File: src/include/fetchDefs.svh
`ifndef FETCH_DEFS_SVH
`define FETCH_DEFS_SVH

// boot ROM entry of the kseg1 segment.
`define bootVector 32'hbfc0_0000

`endif
File: src/logic/fetchPkg.sv
package fetchPkg;

	parameter int addrWidth = 32;
	parameter int instrWidth = 32;
	parameter int regIdxWidth = 5;
	parameter int opWidth = 6;
	parameter int functWidth = 6;
	parameter int imm16Width = 16;

	// major opcodes decoded in ID; anything else is reserved.
	typedef enum logic [opWidth-1:0] {
		SPECIAL = 6'd0,
		REGIMM  = 6'd1,
		J       = 6'd2,
		JAL     = 6'd3,
		BEQ     = 6'd4,
		BNE     = 6'd5,
		ADDIU   = 6'd9,
		LUI     = 6'd15,
		LW      = 6'd35,
		SW      = 6'd43
	} opcodeE;

	// cp0 cause codes used by the front end.
	typedef enum logic [4:0] {
		EXC_NONE = 5'd0,
		EXC_ADEL = 5'd4,
		EXC_RI   = 5'd10
	} excCodeE;

	typedef enum logic [1:0] {
		FILL0,
		FILL1,
		RUN,
		HOLD
	} ctrlStateE;

endpackage

File: src/logic/fetchFrontEnd.sv
`timescale 1ns/100ps
`include "fetchDefs.svh"

module fetchFrontEnd #(
	parameter logic [fetchPkg::addrWidth-1:0] resetVector = `bootVector
) (
	input logic clk,
	input logic rst,
	input logic stall,
	input logic redirect,
	input logic [fetchPkg::addrWidth-1:0] redirectAddr,
	input logic [fetchPkg::instrWidth-1:0] instr,
	output logic [fetchPkg::addrWidth-1:0] ifPc,
	output logic idValid,
	output logic [fetchPkg::addrWidth-1:0] idPc,
	output fetchPkg::opcodeE idOp,
	output logic [fetchPkg::regIdxWidth-1:0] idRs,
	output logic [fetchPkg::regIdxWidth-1:0] idRt,
	output logic [fetchPkg::regIdxWidth-1:0] idRd,
	output logic [fetchPkg::regIdxWidth-1:0] idShamt,
	output logic [fetchPkg::functWidth-1:0] idFunct,
	output logic [fetchPkg::imm16Width-1:0] idImm16,
	output logic idExc,
	output fetchPkg::excCodeE idExcCode,
	output logic held,
	output logic busy
);

	logic advance;
	logic flush;
	logic [fetchPkg::addrWidth-1:0] fetchPc;
	logic ifValid;
	logic ifExc;
	fetchPkg::excCodeE ifExcCode;

	pipeCtrl ctrl (
		.clk(clk),
		.rst(rst),
		.stall(stall),
		.redirect(redirect),
		.advance(advance),
		.flush(flush),
		.held(held),
		.busy(busy)
	);

	pcSequencer #(.resetVector(resetVector)) pcSeq (
		.clk(clk),
		.rst(rst),
		.advance(advance),
		.load(flush), // redirect target.
		.loadAddr(redirectAddr),
		.fetchPc(fetchPc)
	);

	pfIfStage #(.resetVector(resetVector)) pfIf (
		.clk(clk),
		.rst(rst),
		.advance(advance),
		.flush(flush),
		.fetchPc(fetchPc),
		.ifPc(ifPc),
		.ifValid(ifValid),
		.ifExc(ifExc),
		.ifExcCode(ifExcCode)
	);

	ifIdStage ifId (
		.clk(clk),
		.rst(rst),
		.advance(advance),
		.flush(flush),
		.ifPc(ifPc),
		.ifValid(ifValid),
		.ifExc(ifExc),
		.ifExcCode(ifExcCode),
		.instr(instr),
		.idValid(idValid),
		.idPc(idPc),
		.idOp(idOp),
		.idRs(idRs),
		.idRt(idRt),
		.idRd(idRd),
		.idShamt(idShamt),
		.idFunct(idFunct),
		.idImm16(idImm16),
		.idExc(idExc),
		.idExcCode(idExcCode)
	);

endmodule

File: src/logic/pipeCtrl.sv
`timescale 1ns/100ps

module pipeCtrl (
	input logic clk,
	input logic rst,
	input logic stall,
	input logic redirect,
	output logic advance,
	output logic flush,
	output logic held,
	output logic busy
);

	fetchPkg::ctrlStateE state;
	fetchPkg::ctrlStateE nextState;

	// redirect flushes even while stalled.
	assign advance = !stall && !redirect;
	assign flush = redirect;

	// FILL0 and FILL1 count the two edges needed to refill both latches.
	always_comb begin
		nextState = state;
		if (redirect) begin
			nextState = fetchPkg::FILL0;
		end else begin
			case (state)
				fetchPkg::FILL0: begin
					if (advance) begin
						nextState = fetchPkg::FILL1;
					end
				end
				fetchPkg::FILL1: begin
					if (advance) begin
						nextState = fetchPkg::RUN;
					end
				end
				fetchPkg::RUN: begin
					if (stall) begin
						nextState = fetchPkg::HOLD;
					end
				end
				fetchPkg::HOLD: begin
					if (!stall) begin
						nextState = fetchPkg::RUN;
					end
				end
				default: nextState = fetchPkg::FILL0;
			endcase
		end
	end

	always_ff @(posedge clk) begin
		if (rst) begin
			state <= fetchPkg::FILL0; // pipe starts empty.
		end else begin
			state <= nextState;
		end
	end

	assign held = (state == fetchPkg::HOLD);
	assign busy = (state == fetchPkg::FILL0) || (state == fetchPkg::FILL1);

endmodule

File: src/logic/ifIdStage.sv
`timescale 1ns/100ps

module ifIdStage (
	input logic clk,
	input logic rst,
	input logic advance,
	input logic flush,
	input logic [fetchPkg::addrWidth-1:0] ifPc,
	input logic ifValid,
	input logic ifExc,
	input fetchPkg::excCodeE ifExcCode,
	input logic [fetchPkg::instrWidth-1:0] instr,
	output logic idValid,
	output logic [fetchPkg::addrWidth-1:0] idPc,
	output fetchPkg::opcodeE idOp,
	output logic [fetchPkg::regIdxWidth-1:0] idRs,
	output logic [fetchPkg::regIdxWidth-1:0] idRt,
	output logic [fetchPkg::regIdxWidth-1:0] idRd,
	output logic [fetchPkg::regIdxWidth-1:0] idShamt,
	output logic [fetchPkg::functWidth-1:0] idFunct,
	output logic [fetchPkg::imm16Width-1:0] idImm16,
	output logic idExc,
	output fetchPkg::excCodeE idExcCode
);

	fetchPkg::opcodeE rawOp;
	logic opReserved;
	logic newExc;
	fetchPkg::excCodeE newExcCode;

	assign rawOp = fetchPkg::opcodeE'(instr[31:26]);

	always_comb begin
		case (rawOp)
			fetchPkg::SPECIAL, fetchPkg::REGIMM, fetchPkg::J, fetchPkg::JAL,
			fetchPkg::BEQ, fetchPkg::BNE, fetchPkg::ADDIU, fetchPkg::LUI,
			fetchPkg::LW, fetchPkg::SW: opReserved = 1'b0;
			default: opReserved = 1'b1;
		endcase
	end

	// a fetch fault is older than the decode fault and keeps its code.
	always_comb begin
		newExc = ifExc;
		newExcCode = ifExcCode;
		if (ifValid && !ifExc && opReserved) begin
			newExc = 1'b1;
			newExcCode = fetchPkg::EXC_RI;
		end
	end

	always_ff @(posedge clk) begin
		if (rst || flush) begin
			idValid <= 1'b0; // bubble.
			idPc <= '0;
			idOp <= fetchPkg::SPECIAL;
			idRs <= '0;
			idRt <= '0;
			idRd <= '0;
			idShamt <= '0;
			idFunct <= '0;
			idImm16 <= '0;
			idExc <= 1'b0;
			idExcCode <= fetchPkg::EXC_NONE;
		end else if (advance) begin
			idValid <= ifValid;
			idPc <= ifPc;
			idOp <= rawOp;
			idRs <= instr[25:21];
			idRt <= instr[20:16];
			idRd <= instr[15:11];
			idShamt <= instr[10:6];
			idFunct <= instr[5:0];
			idImm16 <= instr[15:0];
			idExc <= newExc;
			idExcCode <= newExcCode;
		end
	end

endmodule

File: src/logic/pfIfStage.sv
`timescale 1ns/100ps

module pfIfStage #(
	parameter logic [fetchPkg::addrWidth-1:0] resetVector = '0
) (
	input logic clk,
	input logic rst,
	input logic advance,
	input logic flush,
	input logic [fetchPkg::addrWidth-1:0] fetchPc,
	output logic [fetchPkg::addrWidth-1:0] ifPc,
	output logic ifValid,
	output logic ifExc,
	output fetchPkg::excCodeE ifExcCode
);

	localparam logic [fetchPkg::addrWidth-1:0] bubblePc = resetVector - 4;

	logic misaligned;

	assign misaligned = |fetchPc[1:0]; // word fetch only.

	always_ff @(posedge clk) begin
		if (rst || flush) begin
			ifPc <= bubblePc; // one word before boot.
			ifValid <= 1'b0;
			ifExc <= 1'b0;
			ifExcCode <= fetchPkg::EXC_NONE;
		end else if (advance) begin
			ifPc <= fetchPc;
			ifValid <= 1'b1;
			ifExc <= misaligned;
			ifExcCode <= misaligned ? fetchPkg::EXC_ADEL : fetchPkg::EXC_NONE;
		end
	end

endmodule

File: src/logic/pcSequencer.sv
`timescale 1ns/100ps

module pcSequencer #(
	parameter logic [fetchPkg::addrWidth-1:0] resetVector = '0
) (
	input logic clk,
	input logic rst,
	input logic advance,
	input logic load,
	input logic [fetchPkg::addrWidth-1:0] loadAddr,
	output logic [fetchPkg::addrWidth-1:0] fetchPc
);

	localparam logic [fetchPkg::addrWidth-1:0] wordStep = 4;

	// load outranks advance, a redirect wins over a stall.
	always_ff @(posedge clk) begin
		if (rst) begin
			fetchPc <= resetVector; // boot address.
		end else if (load) begin
			fetchPc <= loadAddr;
		end else if (advance) begin
			fetchPc <= fetchPc + wordStep; // next word.
		end
	end

endmodule

File: config.mk
export PLATFORM = sky130hd
export DESIGN_NAME = fetchFrontEnd
export DESIGN_NICKNAME = d
export VERILOG_FILES = /design/src/logic/fetchPkg.sv /design/src/logic/fetchFrontEnd.sv /design/src/logic/pipeCtrl.sv /design/src/logic/ifIdStage.sv /design/src/logic/pfIfStage.sv /design/src/logic/pcSequencer.sv
export VERILOG_INCLUDE_DIRS = /design/src /design/src/include
export SDC_FILE = /design/constraint.sdc
export NUM_CORES = 1
export LEC_CHECK = 0
export BUFFER_PORTS_ARGS = -buffer_cell sky130_fd_sc_hd__buf_2
export CAP_MARGIN = 40
export CORE_MARGIN = 4
export CORE_UTILIZATION = 40
export CTS_BUF_LIST = sky130_fd_sc_hd__clkbuf_16
export CTS_CLUSTER_DIAMETER = 40
export DETAILED_ROUTE_END_ITERATION = 8
export GPL_TIMING_DRIVEN = 0
export PLACE_DENSITY = 0.68
export REMOVE_ABC_BUFFERS = 1
export SYNTH_ARGS = -nofsm -noshare
export SYNTH_HDL_FRONTEND = slang
export SYNTH_SLANG_ARGS = --single-unit
File: constraint.sdc
create_clock -name clk -period 1.5 [get_ports clk]
set_input_delay 0.15 -clock clk [delete_from_list [all_inputs] [get_ports clk]]
set_output_delay 0.15 -clock clk [all_outputs]
set_load 0.1 [all_outputs]
==> impl_metrics.ini, run 1 <==
[final_layout]
insertedDiodeCount = 0
flow.area_growth_from_synthesis_pct = 42.2
fraction_of_layout_cells_with_a_size_suffix_above_1_pct = 32.9
final_nets = 878

[timing]
report.final.setup_viol = 20
setup_slack_ps = -83.0
clock-skew-final_ps = 6.20
fmax_mhz = 632
final_hold_viol_count = 0
tightestPinTransition_ps = 596
setup_repair_after_global_routing_missed_its_margin = yes
period_share_pct = 106
worst_slew_margin_rel_pct = 60.3
maxSlewViolCount = 0
period_needed_ps = 1580
setup_tns_ps = -627

[detailed_routing]
detailroute.via_count = 4939
postRouteWirelength_um = 14800
drt-initial-drc-count = 197
vias_per_cell = 4.96
firstDrtPassIters = 4
postRouteAntennaNets = 0
detail_route.drc_violations = 0
routed_wire_length_per_instance_um = 14.9

[critical_path]
r2r.worst_path.cells = 7
setup.worst_path.end_class = register
critical_path.max_fanout = 10
path_class = reg2reg
timing.critical_path.from = pcSeq.fetchPc[2]
timing.critical_path.from_type = register
worst_r2r_startpoint = pcSeq.fetchPc[2]
worst_ep_required_time_ps = 1850
cp_data_arrival_time_ps = 1930

[run_status]
failing_checks = setup timing
run_status = complete, but fails checks

[floorplan]
floorplan.die_area_um2 = 15900
initial_core_util_pct = 41.4
rows = 42
core_region_area_um2 = 13500
die-width_um = 126
die_h_um = 126
top_level_ports = 189

[hold_path]
hold_depth = 3
min_path_type = in2reg
hold_path.startpoint = redirectAddr[25]

[logic_synthesis]
post_synth_num_cell_types = 41
synth_adder_area_share_pct = 0.225
syn-instance-count = 587
synth-simple-area-share_pct = 16.5
synth_compound_gate_area_share_pct = 5.79
post_synth_mux_area_share_pct = 18.7
post_synth_xor_area_fraction_pct = 3.93
synth.top_cell.area_share_pct = 48.9
yosysSeqAreaShare_pct = 48.9
synthesis.area_um2 = 5570
synthDominantAreaCellType = dfxtp_1
main_combinational_cell_family_by_area_after_synthesis = multiplexers
post_synthesis_area_per_instance_um2 = 9.49
cells_taking_the_most_area_after_synthesis = dfxtp_1 (49%), mux2i_1 (19%), nor2_1 (7.2%)
number_of_synthesized_register_bits = 136
ys_warn_count = 0

[clock_network]
cts.root.buffer_cell = clkbuf_16
cts-htree-levels = 4
clkTransAtPathRegs_ps = 60
clk-insertion-delay-late_ps = 420
clkSinkCount = 136
cts-buffers-inserted = 17
cts_buffer_depth = 2
tritoncts = built

[grt]
remaining_global_route_overflow = 0
grt_use_total_pct = 18.2
grt_start_max_net_pins = 64
grt_antenna_before_repair = 0
grt_pass1_vias = 4838
grt_pass1_wl_um = 23700

[flow_run]
drv.max_cap_violation_count = 0

[power_and_ir_drop]
vdd_ir_drop_max_mv = 0.680
fin_total_pwr_w = 0.00971
power_per_cell_area_nw_per_um2 = 1230
cellLeakagePower_nw = 3.83

[placed_design]
replace_congestion = 0.796
placed_wire_length_estimate_um = 9650
port-buffer-count = 186
worst paths after layout:
| path | endpoint | slack, ps |
|---|---|---|
| worst min-delay path | pcSeq.fetchPc[25] | 5 |
| worst max-delay path | pcSeq.fetchPc[17] | -80 |
| worst max register to register | pcSeq.fetchPc[17] | -80 |
| worst min register to register | ifId.idPc[24] | 480 |
placed cells by master (no fill, tap or decap), drive strengths merged, types with 2 or more instances in the layout:
master / netlist / layout
and3: 3 / 3
xnor2: 9 / 9
nand4b: 3 / 3
nor3: 6 / 6
a21oi: 25 / 25
dfxtp: 136 / 136
xor2: 16 / 16
clkbuf: 15 / 18
nand4: 10 / 10
o21a: 9 / 9
conb: 1 / 2
clkinv: 0 / 5
nand3: 16 / 16
nor2: 107 / 107
buf: 36 / 203
o211ai: 5 / 5
o21ai: 7 / 7
dlygate4sd3: 0 / 49
and2: 2 / 2
nand2: 41 / 41
a21o: 2 / 2
bufinv: 0 / 3
or3: 3 / 3
nor2b: 4 / 4
nor4: 3 / 3
inv: 15 / 18
clkinvlp: 0 / 2
mux2i: 104 / 104
through the flow:
step | cell area [um2] | instances | setup slack, ps | hold slack [ps] | utilization (%)
floorplan | 5300 | 537 | -446 | 222 | -
global placement | 6450 | 899 | -2090 | 382 | 48.0
detailed placement | 6600 | 904 | -482 | 390 | 49.0
CTS | 7830 | 992 | -53.4 | 0.780 | 58.2
global route | 7920 | 996 | -204 | 13.3 | 58.9
finish | 7920 | 996 | -83.0 | 5.13 | 58.9
registers in the layout, indices dropped and copies added (netlist names), 5 cells and up:
name and count:
ifId.idPc 32, pcSeq.fetchPc 32, pfIf.ifPc 32, ifId.idImm16 16, ifId.idOp 6, ifId.idRs 5
ifId.idRt 5
kinds of logic after synthesis:
| logic type | Yosys count |
|---|---|
| and+or+nand+nor | 201 |
| DFF | 136 |
| muxes | 104 |
| buffers and inverters | 66 |
| AOI/OAI and AO/OA | 53 |
| xor gates and xnor gates | 25 |
| adders and majority gates | 1 |
| other | 1 |
power breakdown:
part / leakage, nW / internal, W / switching [W]
clock: 0.288 / 0.00255 / 0.00147
combinational: 2.42 / 0.000498 / 0.00128
sequential: 1.12 / 0.00377 / 0.000140
synthesized netlist by cell type, drive strengths merged:
library cell,instances
o22ai,1
a211oi,1
clkbuf,15
a32oi,1
or2,1
nor2b,4
and3b,1
xnor2,9
o32ai,1
ha,1
and2,2
buf,36
mux2i,104
nand2b,1
and3,3
o21ai,7
a21o,2
or3,3
nand4b,3
xor2,16
dfxtp,136
nand2,41
conb,1
o211ai,5
nand4,10
nor3,6
a211o,1
nor4,3
inv,15
o21a,9
nand3,16
nor2,107
a21oi,25
repair_timing:
item / 4_1_cts / 5_1_grt
gates cloned: 0 / 0
setup buffers: 9 / 4
resized for setup: 33 / 19
pin swaps: 10 / 3
setup endpoints to repair: 22 / 24
hold buffers: 49 / 0
hold endpoints to repair: 49 / 0
critical path, stage by stage (launching register included):
cell,delay (ps)
dfxtp_4,390
nand4b_4,190
nor4_4,310
buf_6,190
buf_4,130
xor2_1,130
mux2i_1,80
nor2_1,80
final cells by class:
type,instances,area [um2]
timing repair buffer,253,1680
inverter,15,56.3
fill,1139,5530
multi-input combinational,386,2630
clock buffer,17,425
tap,176,220
sequential,136,2770
clock inverter,13,141
routing by layer:
metal,track usage [%],part of all wire [%],wire (um),up-vias
li1,-,-,-,2407
met1,22.5,43,6410,2333
met2,30.2,48,7090,172
met3,5.84,6.9,1030,27
met4,6.18,1.9,278,0
met5,0,0,0,-
No activity file was read; power rests on OpenSTA's default activity.
==> run 2, diff against run 1 <==
--- a/config.mk
+++ b/config.mk
@@ -9,12 +9,11 @@
 export BUFFER_PORTS_ARGS = -buffer_cell sky130_fd_sc_hd__buf_2
 export CAP_MARGIN = 40
 export CORE_MARGIN = 4
-export CORE_UTILIZATION = 40
+export CORE_UTILIZATION = 45
 export CTS_BUF_LIST = sky130_fd_sc_hd__clkbuf_16
-export CTS_CLUSTER_DIAMETER = 40
 export DETAILED_ROUTE_END_ITERATION = 8
 export GPL_TIMING_DRIVEN = 0
-export PLACE_DENSITY = 0.68
+export PLACE_DENSITY = 0.76
 export REMOVE_ABC_BUFFERS = 1
 export SYNTH_ARGS = -nofsm -noshare
 export SYNTH_HDL_FRONTEND = slang
==> run 2 against run 1 <==
  * The run still ends with setup timing left
  * Clock skew is 4.3 ps higher
  * Fmax is 1.9% lower
  * Routed wire length is 5.3% higher
  * Utilization is 7.0 points higher
  * Via count is 0.38% higher
  * Setup slack worse by 30 ps
  * Flip-flop and latch count stayed put
  * Worst hold slack better by 6.9 ps
  * Cell count is 0.10% lower
  * Sequential share of layout area is 0.088 points lower
  * Count of clock-buffer cells in the layout stayed put
  * Cell area is 0.25% higher
  * Critical endpoint is now pcSeq.fetchPc[30]
  * Highest routed layer unchanged
==> impl_metrics.ini, run 2 (synthesis gave the netlist of run 1 again) <==
[final_layout]
flow.area_growth_from_synthesis_pct = 42.5
final_nets = 883
largest_registers = ifId.idPc (32), pcSeq.fetchPc (32), pfIf.ifPc (32)
fillers = 937
finalNonFillerCells = 995
fraction_of_layout_cells_with_a_size_suffix_above_1_pct = 33.9
layout.cells.most_common_list = buf_2 (184), dfxtp_1 (118), mux2i_1 (104), nor2_1 (104), dlygate4sd3_1 (49)
final_common_cell = buf_2

[detailed_routing]
highest_layer = met4
vias_per_cell = 4.98
met2_wire_length_um = 8020
firstDrtPassIters = 4
detail_route.wirelength.met1_um = 6530
routed_wire_length_per_instance_um = 15.7
detail_route.drc_violations = 0
postRouteWirelength_um = 15600
detailroute.via_count = 4958
dr_wl_met3_um = 838
postRouteAntennaNets = 0
drt-initial-drc-count = 254

[timing]
period_needed_ps = 1610
clock-skew-final_ps = 10.5
tightestPinTransition_ps = 869
setup_slack_ps = -113
fmax_mhz = 620
setup_repair_after_global_routing_missed_its_margin = yes
worst_slew_margin_rel_pct = 41.9
report.final.setup_viol = 16
maxSlewViolCount = 0
final_hold_viol_count = 0
period_share_pct = 108

[clock_network]
clkSinkCount = 136
tritoncts = built
clkTransAtPathRegs_ps = 50
cts-buffers-inserted = 17
cts-htree-levels = 4
cts_buffer_depth = 2
cts.root.buffer_cell = clkbuf_16
clk-insertion-delay-late_ps = 420

[placed_design]
post-place-ws_ps = -914
replace_congestion = 0.796
port-buffer-count = 186
placedCellCount = 894
placed_wire_length_estimate_um = 9600

[critical_path]
worst_ep_required_time_ps = 1820
worst_r2r_startpoint = pcSeq.fetchPc[18]
cpLargestDelayFamily = simple AND/OR/NAND/NOR gates
timing.critical_path.depth = 6
critical_path.endpoint = pcSeq.fetchPc[30]
critical_path.max_fanout = 5
crit-reg2reg-capture = pcSeq.fetchPc[30]
critical_path.max_stage_delay_ps = 380
worstPathCellList = nand4_1, buf_4, nor4_4, nand3_1, xor2_1, o32ai_2
setup.worst_path.end_class = register
timing.critical_path.from_type = register
r2r.worst_path.cells = 6
cp_data_arrival_time_ps = 1930
worst_reg2reg_setup_slack_ps = -110
critical_path.n_buffers_inverters = 1
path_class = reg2reg
timing.critical_path.from = pcSeq.fetchPc[18]
cell_with_the_biggest_individual_delay_on_the_critical_path = dfxtp_4

[grt]
remaining_global_route_overflow = 0
grt_antenna_before_repair = 0
grt_pass1_vias = 4999
grt_start_max_net_pins = 47
grt_use_total_pct = 21.9
grt_pass1_wl_um = 25000

[floorplan]
die-width_um = 119
core_region_area_um2 = 12100
die_h_um = 119
floorplan.die_area_um2 = 14200
top_level_ports = 189
initial_core_util_pct = 46.2
rows = 40

[power_and_ir_drop]
power_per_cell_area_nw_per_um2 = 1210
cellLeakagePower_nw = 3.82
vdd_ir_drop_max_mv = 0.553

[hold_path]
min_path_type = in2reg

[flow_run]
drv.max_cap_violation_count = 0

[run_status]
run_status = complete, but fails checks
failing_checks = setup timing
run 2: worst min-delay path by stage:
stage	depth (start not counted)	slack, ps	startpoint	endpoint
2_1_floorplan	1	220	rst	pcSeq.fetchPc[0]
3_3_place_gp	3	380	instr[8]	ifId.idImm16[8]
3_5_place_dp	3	390	instr[21]	ifId.idRs[0]
4_1_cts	3	4	instr[29]	ifId.idOp[3]
5_1_grt	3	40	instr[14]	ifId.idImm16[14]
6_report	3	10	instr[16]	ifId.idRt[0]
run 2: final cells by class:
cell class	count	area, um2	area share (%)
multi-input combinational	386	2660	33.5
sequential	136	2770	34.9
clock buffer	17	425	5.36
antenna	1	2.50	0.0315
clock inverter	14	119	1.50
timing repair buffer	258	1700	21.4
tap	168	210	2.65
inverter	15	56.3	0.709
run 2: worst min-delay path: stages:
cell	delay, ps
buf_2	100
mux2i_1	60
nor2_1	80
run 2: where the power goes:
part	internal [W]	switching [W]	leakage, nW	total, W
Sequential	0.00377	0.000141	1.12	0.00391
Combinational	0.000501	0.00130	2.42	0.00180
Clock	0.00238	0.00149	0.278	0.00387
Total	0.00666	0.00293	3.82	0.00958
run 2: per-stage QoR:
stage | utilization [%] | total power (W) | hold slack, ps | cell area, um2 | setup TNS [ps]
5_1_grt | 65.8 | 0.00994 | 35.8 | 7940 | -2660
3_3_place_gp | 53.4 | 0.00559 | 382 | 6440 | -201480
3_5_place_dp | 54.1 | 0.00562 | 390 | 6530 | -32200
6_report | 65.9 | 0.00959 | 12.1 | 7940 | -781
4_1_cts | 64.9 | 0.00963 | 4.28 | 7830 | -681
2_1_floorplan | - | 0.00519 | 222 | 5300 | -16090
run 2: repair_timing:
item / CTS / global route
endpoints found under the setup margin: 22 / 20
pin swaps: 13 / 5
resized for setup: 40 / 17
buffers inserted: 13 / 6
hold buffers: 49 / 0
gates cloned: 1 / 0
endpoints found under the hold margin: 49 / 0
run 2: layer usage:
| metal | global-route usage [%] | vias up |
|---|---|---|
| met1 | 24.6 | 2363 |
| li1 | - | 2429 |
| met3 | 6.27 | 16 |
| met5 | 0 | - |
| met4 | 8.18 | 0 |
| met2 | 39.1 | 150 |
==> run 3, diff against run 2 <==
--- a/config.mk
+++ b/config.mk
@@ -6,7 +6,7 @@
 export SDC_FILE = /design/constraint.sdc
 export NUM_CORES = 1
 export LEC_CHECK = 0
-export BUFFER_PORTS_ARGS = -buffer_cell sky130_fd_sc_hd__buf_2
+export BUFFER_PORTS_ARGS = -buffer_cell sky130_fd_sc_hd__buf_4
 export CAP_MARGIN = 40
 export CORE_MARGIN = 4
 export CORE_UTILIZATION = 45
==> run 3 against run 2 <==
  * The run ends with hold timing, setup timing left
  * Utilization increased by 5.0 points
  * Fmax increased by 0.36%
  * Largest power group unchanged
  * Die area stayed put
  * Critical endpoint is now pcSeq.fetchPc[23]
  * Non-clock buffer count up 7
  * Count of clock-buffer cells in the layout unchanged
  * Flip-flop and latch count unchanged
  * Sequential power is essentially flat
  * Critical path type unchanged
  * Setup slack better by 5.8 ps
==> impl_metrics.ini, run 3 (synthesis gave the netlist of run 1 again) <==
[run_status]
run_status = complete, but fails checks
failing_checks = hold timing, setup timing

[timing]
fmax_mhz = 622
clock-skew-final_ps = 6.95
period_needed_ps = 1610
maxSlewViolCount = 0
period_share_pct = 107
report.final.setup_viol = 17
setup_slack_ps = -107
worst_slew_margin_rel_pct = 43.4
final_hold_viol_count = 1
tightestPinTransition_ps = 847
setup_tns_ps = -986
holdWs_ps = -14.0
setup_repair_after_global_routing_missed_its_margin = yes

[detailed_routing]
routed_wire_length_per_instance_um = 15.9
vias_per_cell = 4.97
postRouteAntennaNets = 0
firstDrtPassIters = 4
detail_route.drc_violations = 0
detailroute.via_count = 4984
drt-initial-drc-count = 270
postRouteWirelength_um = 15900

[placed_design]
port-buffer-count = 186
post-place-ws_ps = -892
postPlaceCellArea_um2 = 7000
replace_congestion = 0.763
placed_wire_length_estimate_um = 9760
placedCellCount = 894

[final_layout]
layout.cells.most_common_list = buf_4 (208), dfxtp_1 (115), mux2i_1 (104)
insertedDiodeCount = 0
final_nets = 890
flow.area_growth_from_synthesis_pct = 53.3
largest_registers = ifId.idPc (32), pcSeq.fetchPc (32), pfIf.ifPc (32)
finalNonFillerCells = 1002
fin_util_pct = 70.9
final_common_cell = buf_4
cell_area_after_layout_um2 = 8550
fraction_of_layout_cells_with_a_size_suffix_above_1_pct = 36.0

[critical_path]
critical_path.max_fanout = 8
worst_r2r_startpoint = pcSeq.fetchPc[2]
path_class = reg2reg
r2r.worst_path.cells = 7
crit-reg2reg-capture = pcSeq.fetchPc[23]
timing.critical_path.from_type = register
cell_with_the_biggest_individual_delay_on_the_critical_path = dfxtp_4
setup.worst_path.end_class = register
worst_reg2reg_setup_slack_ps = -110
worst_ep_required_time_ps = 1790
critical_path.max_stage_delay_ps = 400
cp_data_arrival_time_ps = 1900
worstPathCellList = nand4b_4, nor4_4, buf_6, buf_4, nand3_2, a21oi_2, o21ai_1

[clock_network]
clkTransAtPathRegs_ps = 60
clkSinkCount = 136
tritoncts = built
cts_buffer_depth = 2
clk-insertion-delay-late_ps = 410
cts.root.buffer_cell = clkbuf_16
cts-htree-levels = 4
cts-buffers-inserted = 17

[power_and_ir_drop]
cellLeakagePower_nw = 4.01
power_per_cell_area_nw_per_um2 = 1130
vdd_ir_drop_max_mv = 0.840

[grt]
grt_use_total_pct = 21.6
grt_pass1_wl_um = 24900
grt_pass1_vias = 4967
grt_start_max_net_pins = 50
remaining_global_route_overflow = 0
grt_antenna_before_repair = 0

[flow_run]
drv.max_cap_violation_count = 0

[floorplan]
floorplan.die_area_um2 = 14200
initial_core_util_pct = 46.2
top_level_ports = 189
die_h_um = 119
die-width_um = 119
rows = 40
core_region_area_um2 = 12100

[hold_path]
min_path_type = in2reg
min_delay_worst_endpoint = pcSeq.fetchPc[23]
hold_path.startpoint = redirectAddr[23]
hold_depth = 3
run 3: worst max-delay path by stage:
stage | cells past startpoint | end | from | slack (ps)
after floorplan | 2 | ifId.idImm16[0] | ifId.idImm16[0] | -450
after global placement | 4 | ifId.idExc | redirect | -1420
after detailed placement | 7 | pcSeq.fetchPc[31] | stall | -890
after CTS | 6 | pcSeq.fetchPc[31] | pcSeq.fetchPc[15] | -20
after global routing | 7 | pcSeq.fetchPc[23] | pcSeq.fetchPc[12] | -210
final | 7 | pcSeq.fetchPc[23] | pcSeq.fetchPc[2] | -110
run 3: worst max-delay path: cells and delay by family (launching register included):
family | cells | cell delay [ps]
DFF | 1 | 400
and+or+nand+nor | 3 | 570
buffers and inverters | 2 | 310
AOI/OAI and AO/OA | 2 | 220
run 3: cell type report:
type,count,area (um2)
clock buffer,17,425
clock inverter,15,120
fill,842,3520
inverter,15,56.3
multi-input combinational,386,2720
sequential,136,2780
tap,168,210
timing repair buffer,265,2240
run 3: what timing repair did:
action	in CTS	in global routing
pin swaps	13	21
hold buffers	46	0
setup endpoints to repair	22	51
resized for setup	43	30
hold endpoints to repair	46	0
cloned	1	1
setup buffers	17	11
run 3: layer usage:
metal	wire (um)	up-vias	global-route usage [%]
met4	303	0	8.11
met5	0	-	0
met2	8120	182	38.4
met3	1070	25	5.46
met1	6420	2338	25.0
li1	-	2439	-
run 3: per-stage QoR:
step | power, W | hold slack, ps
after detailed placement | 0.00574 | 392
after global placement | 0.00569 | 382
after global routing | 0.0101 | 11.6
after CTS | 0.00973 | 6.24
final | 0.00969 | -14.0
after floorplan | 0.00519 | 222
run 3: power by group:
group	total [W]	switching, W	internal [W]
clock	0.00383	0.00144	0.00238
sequential	0.00392	0.000141	0.00378
combinational	0.00195	0.00132	0.000629
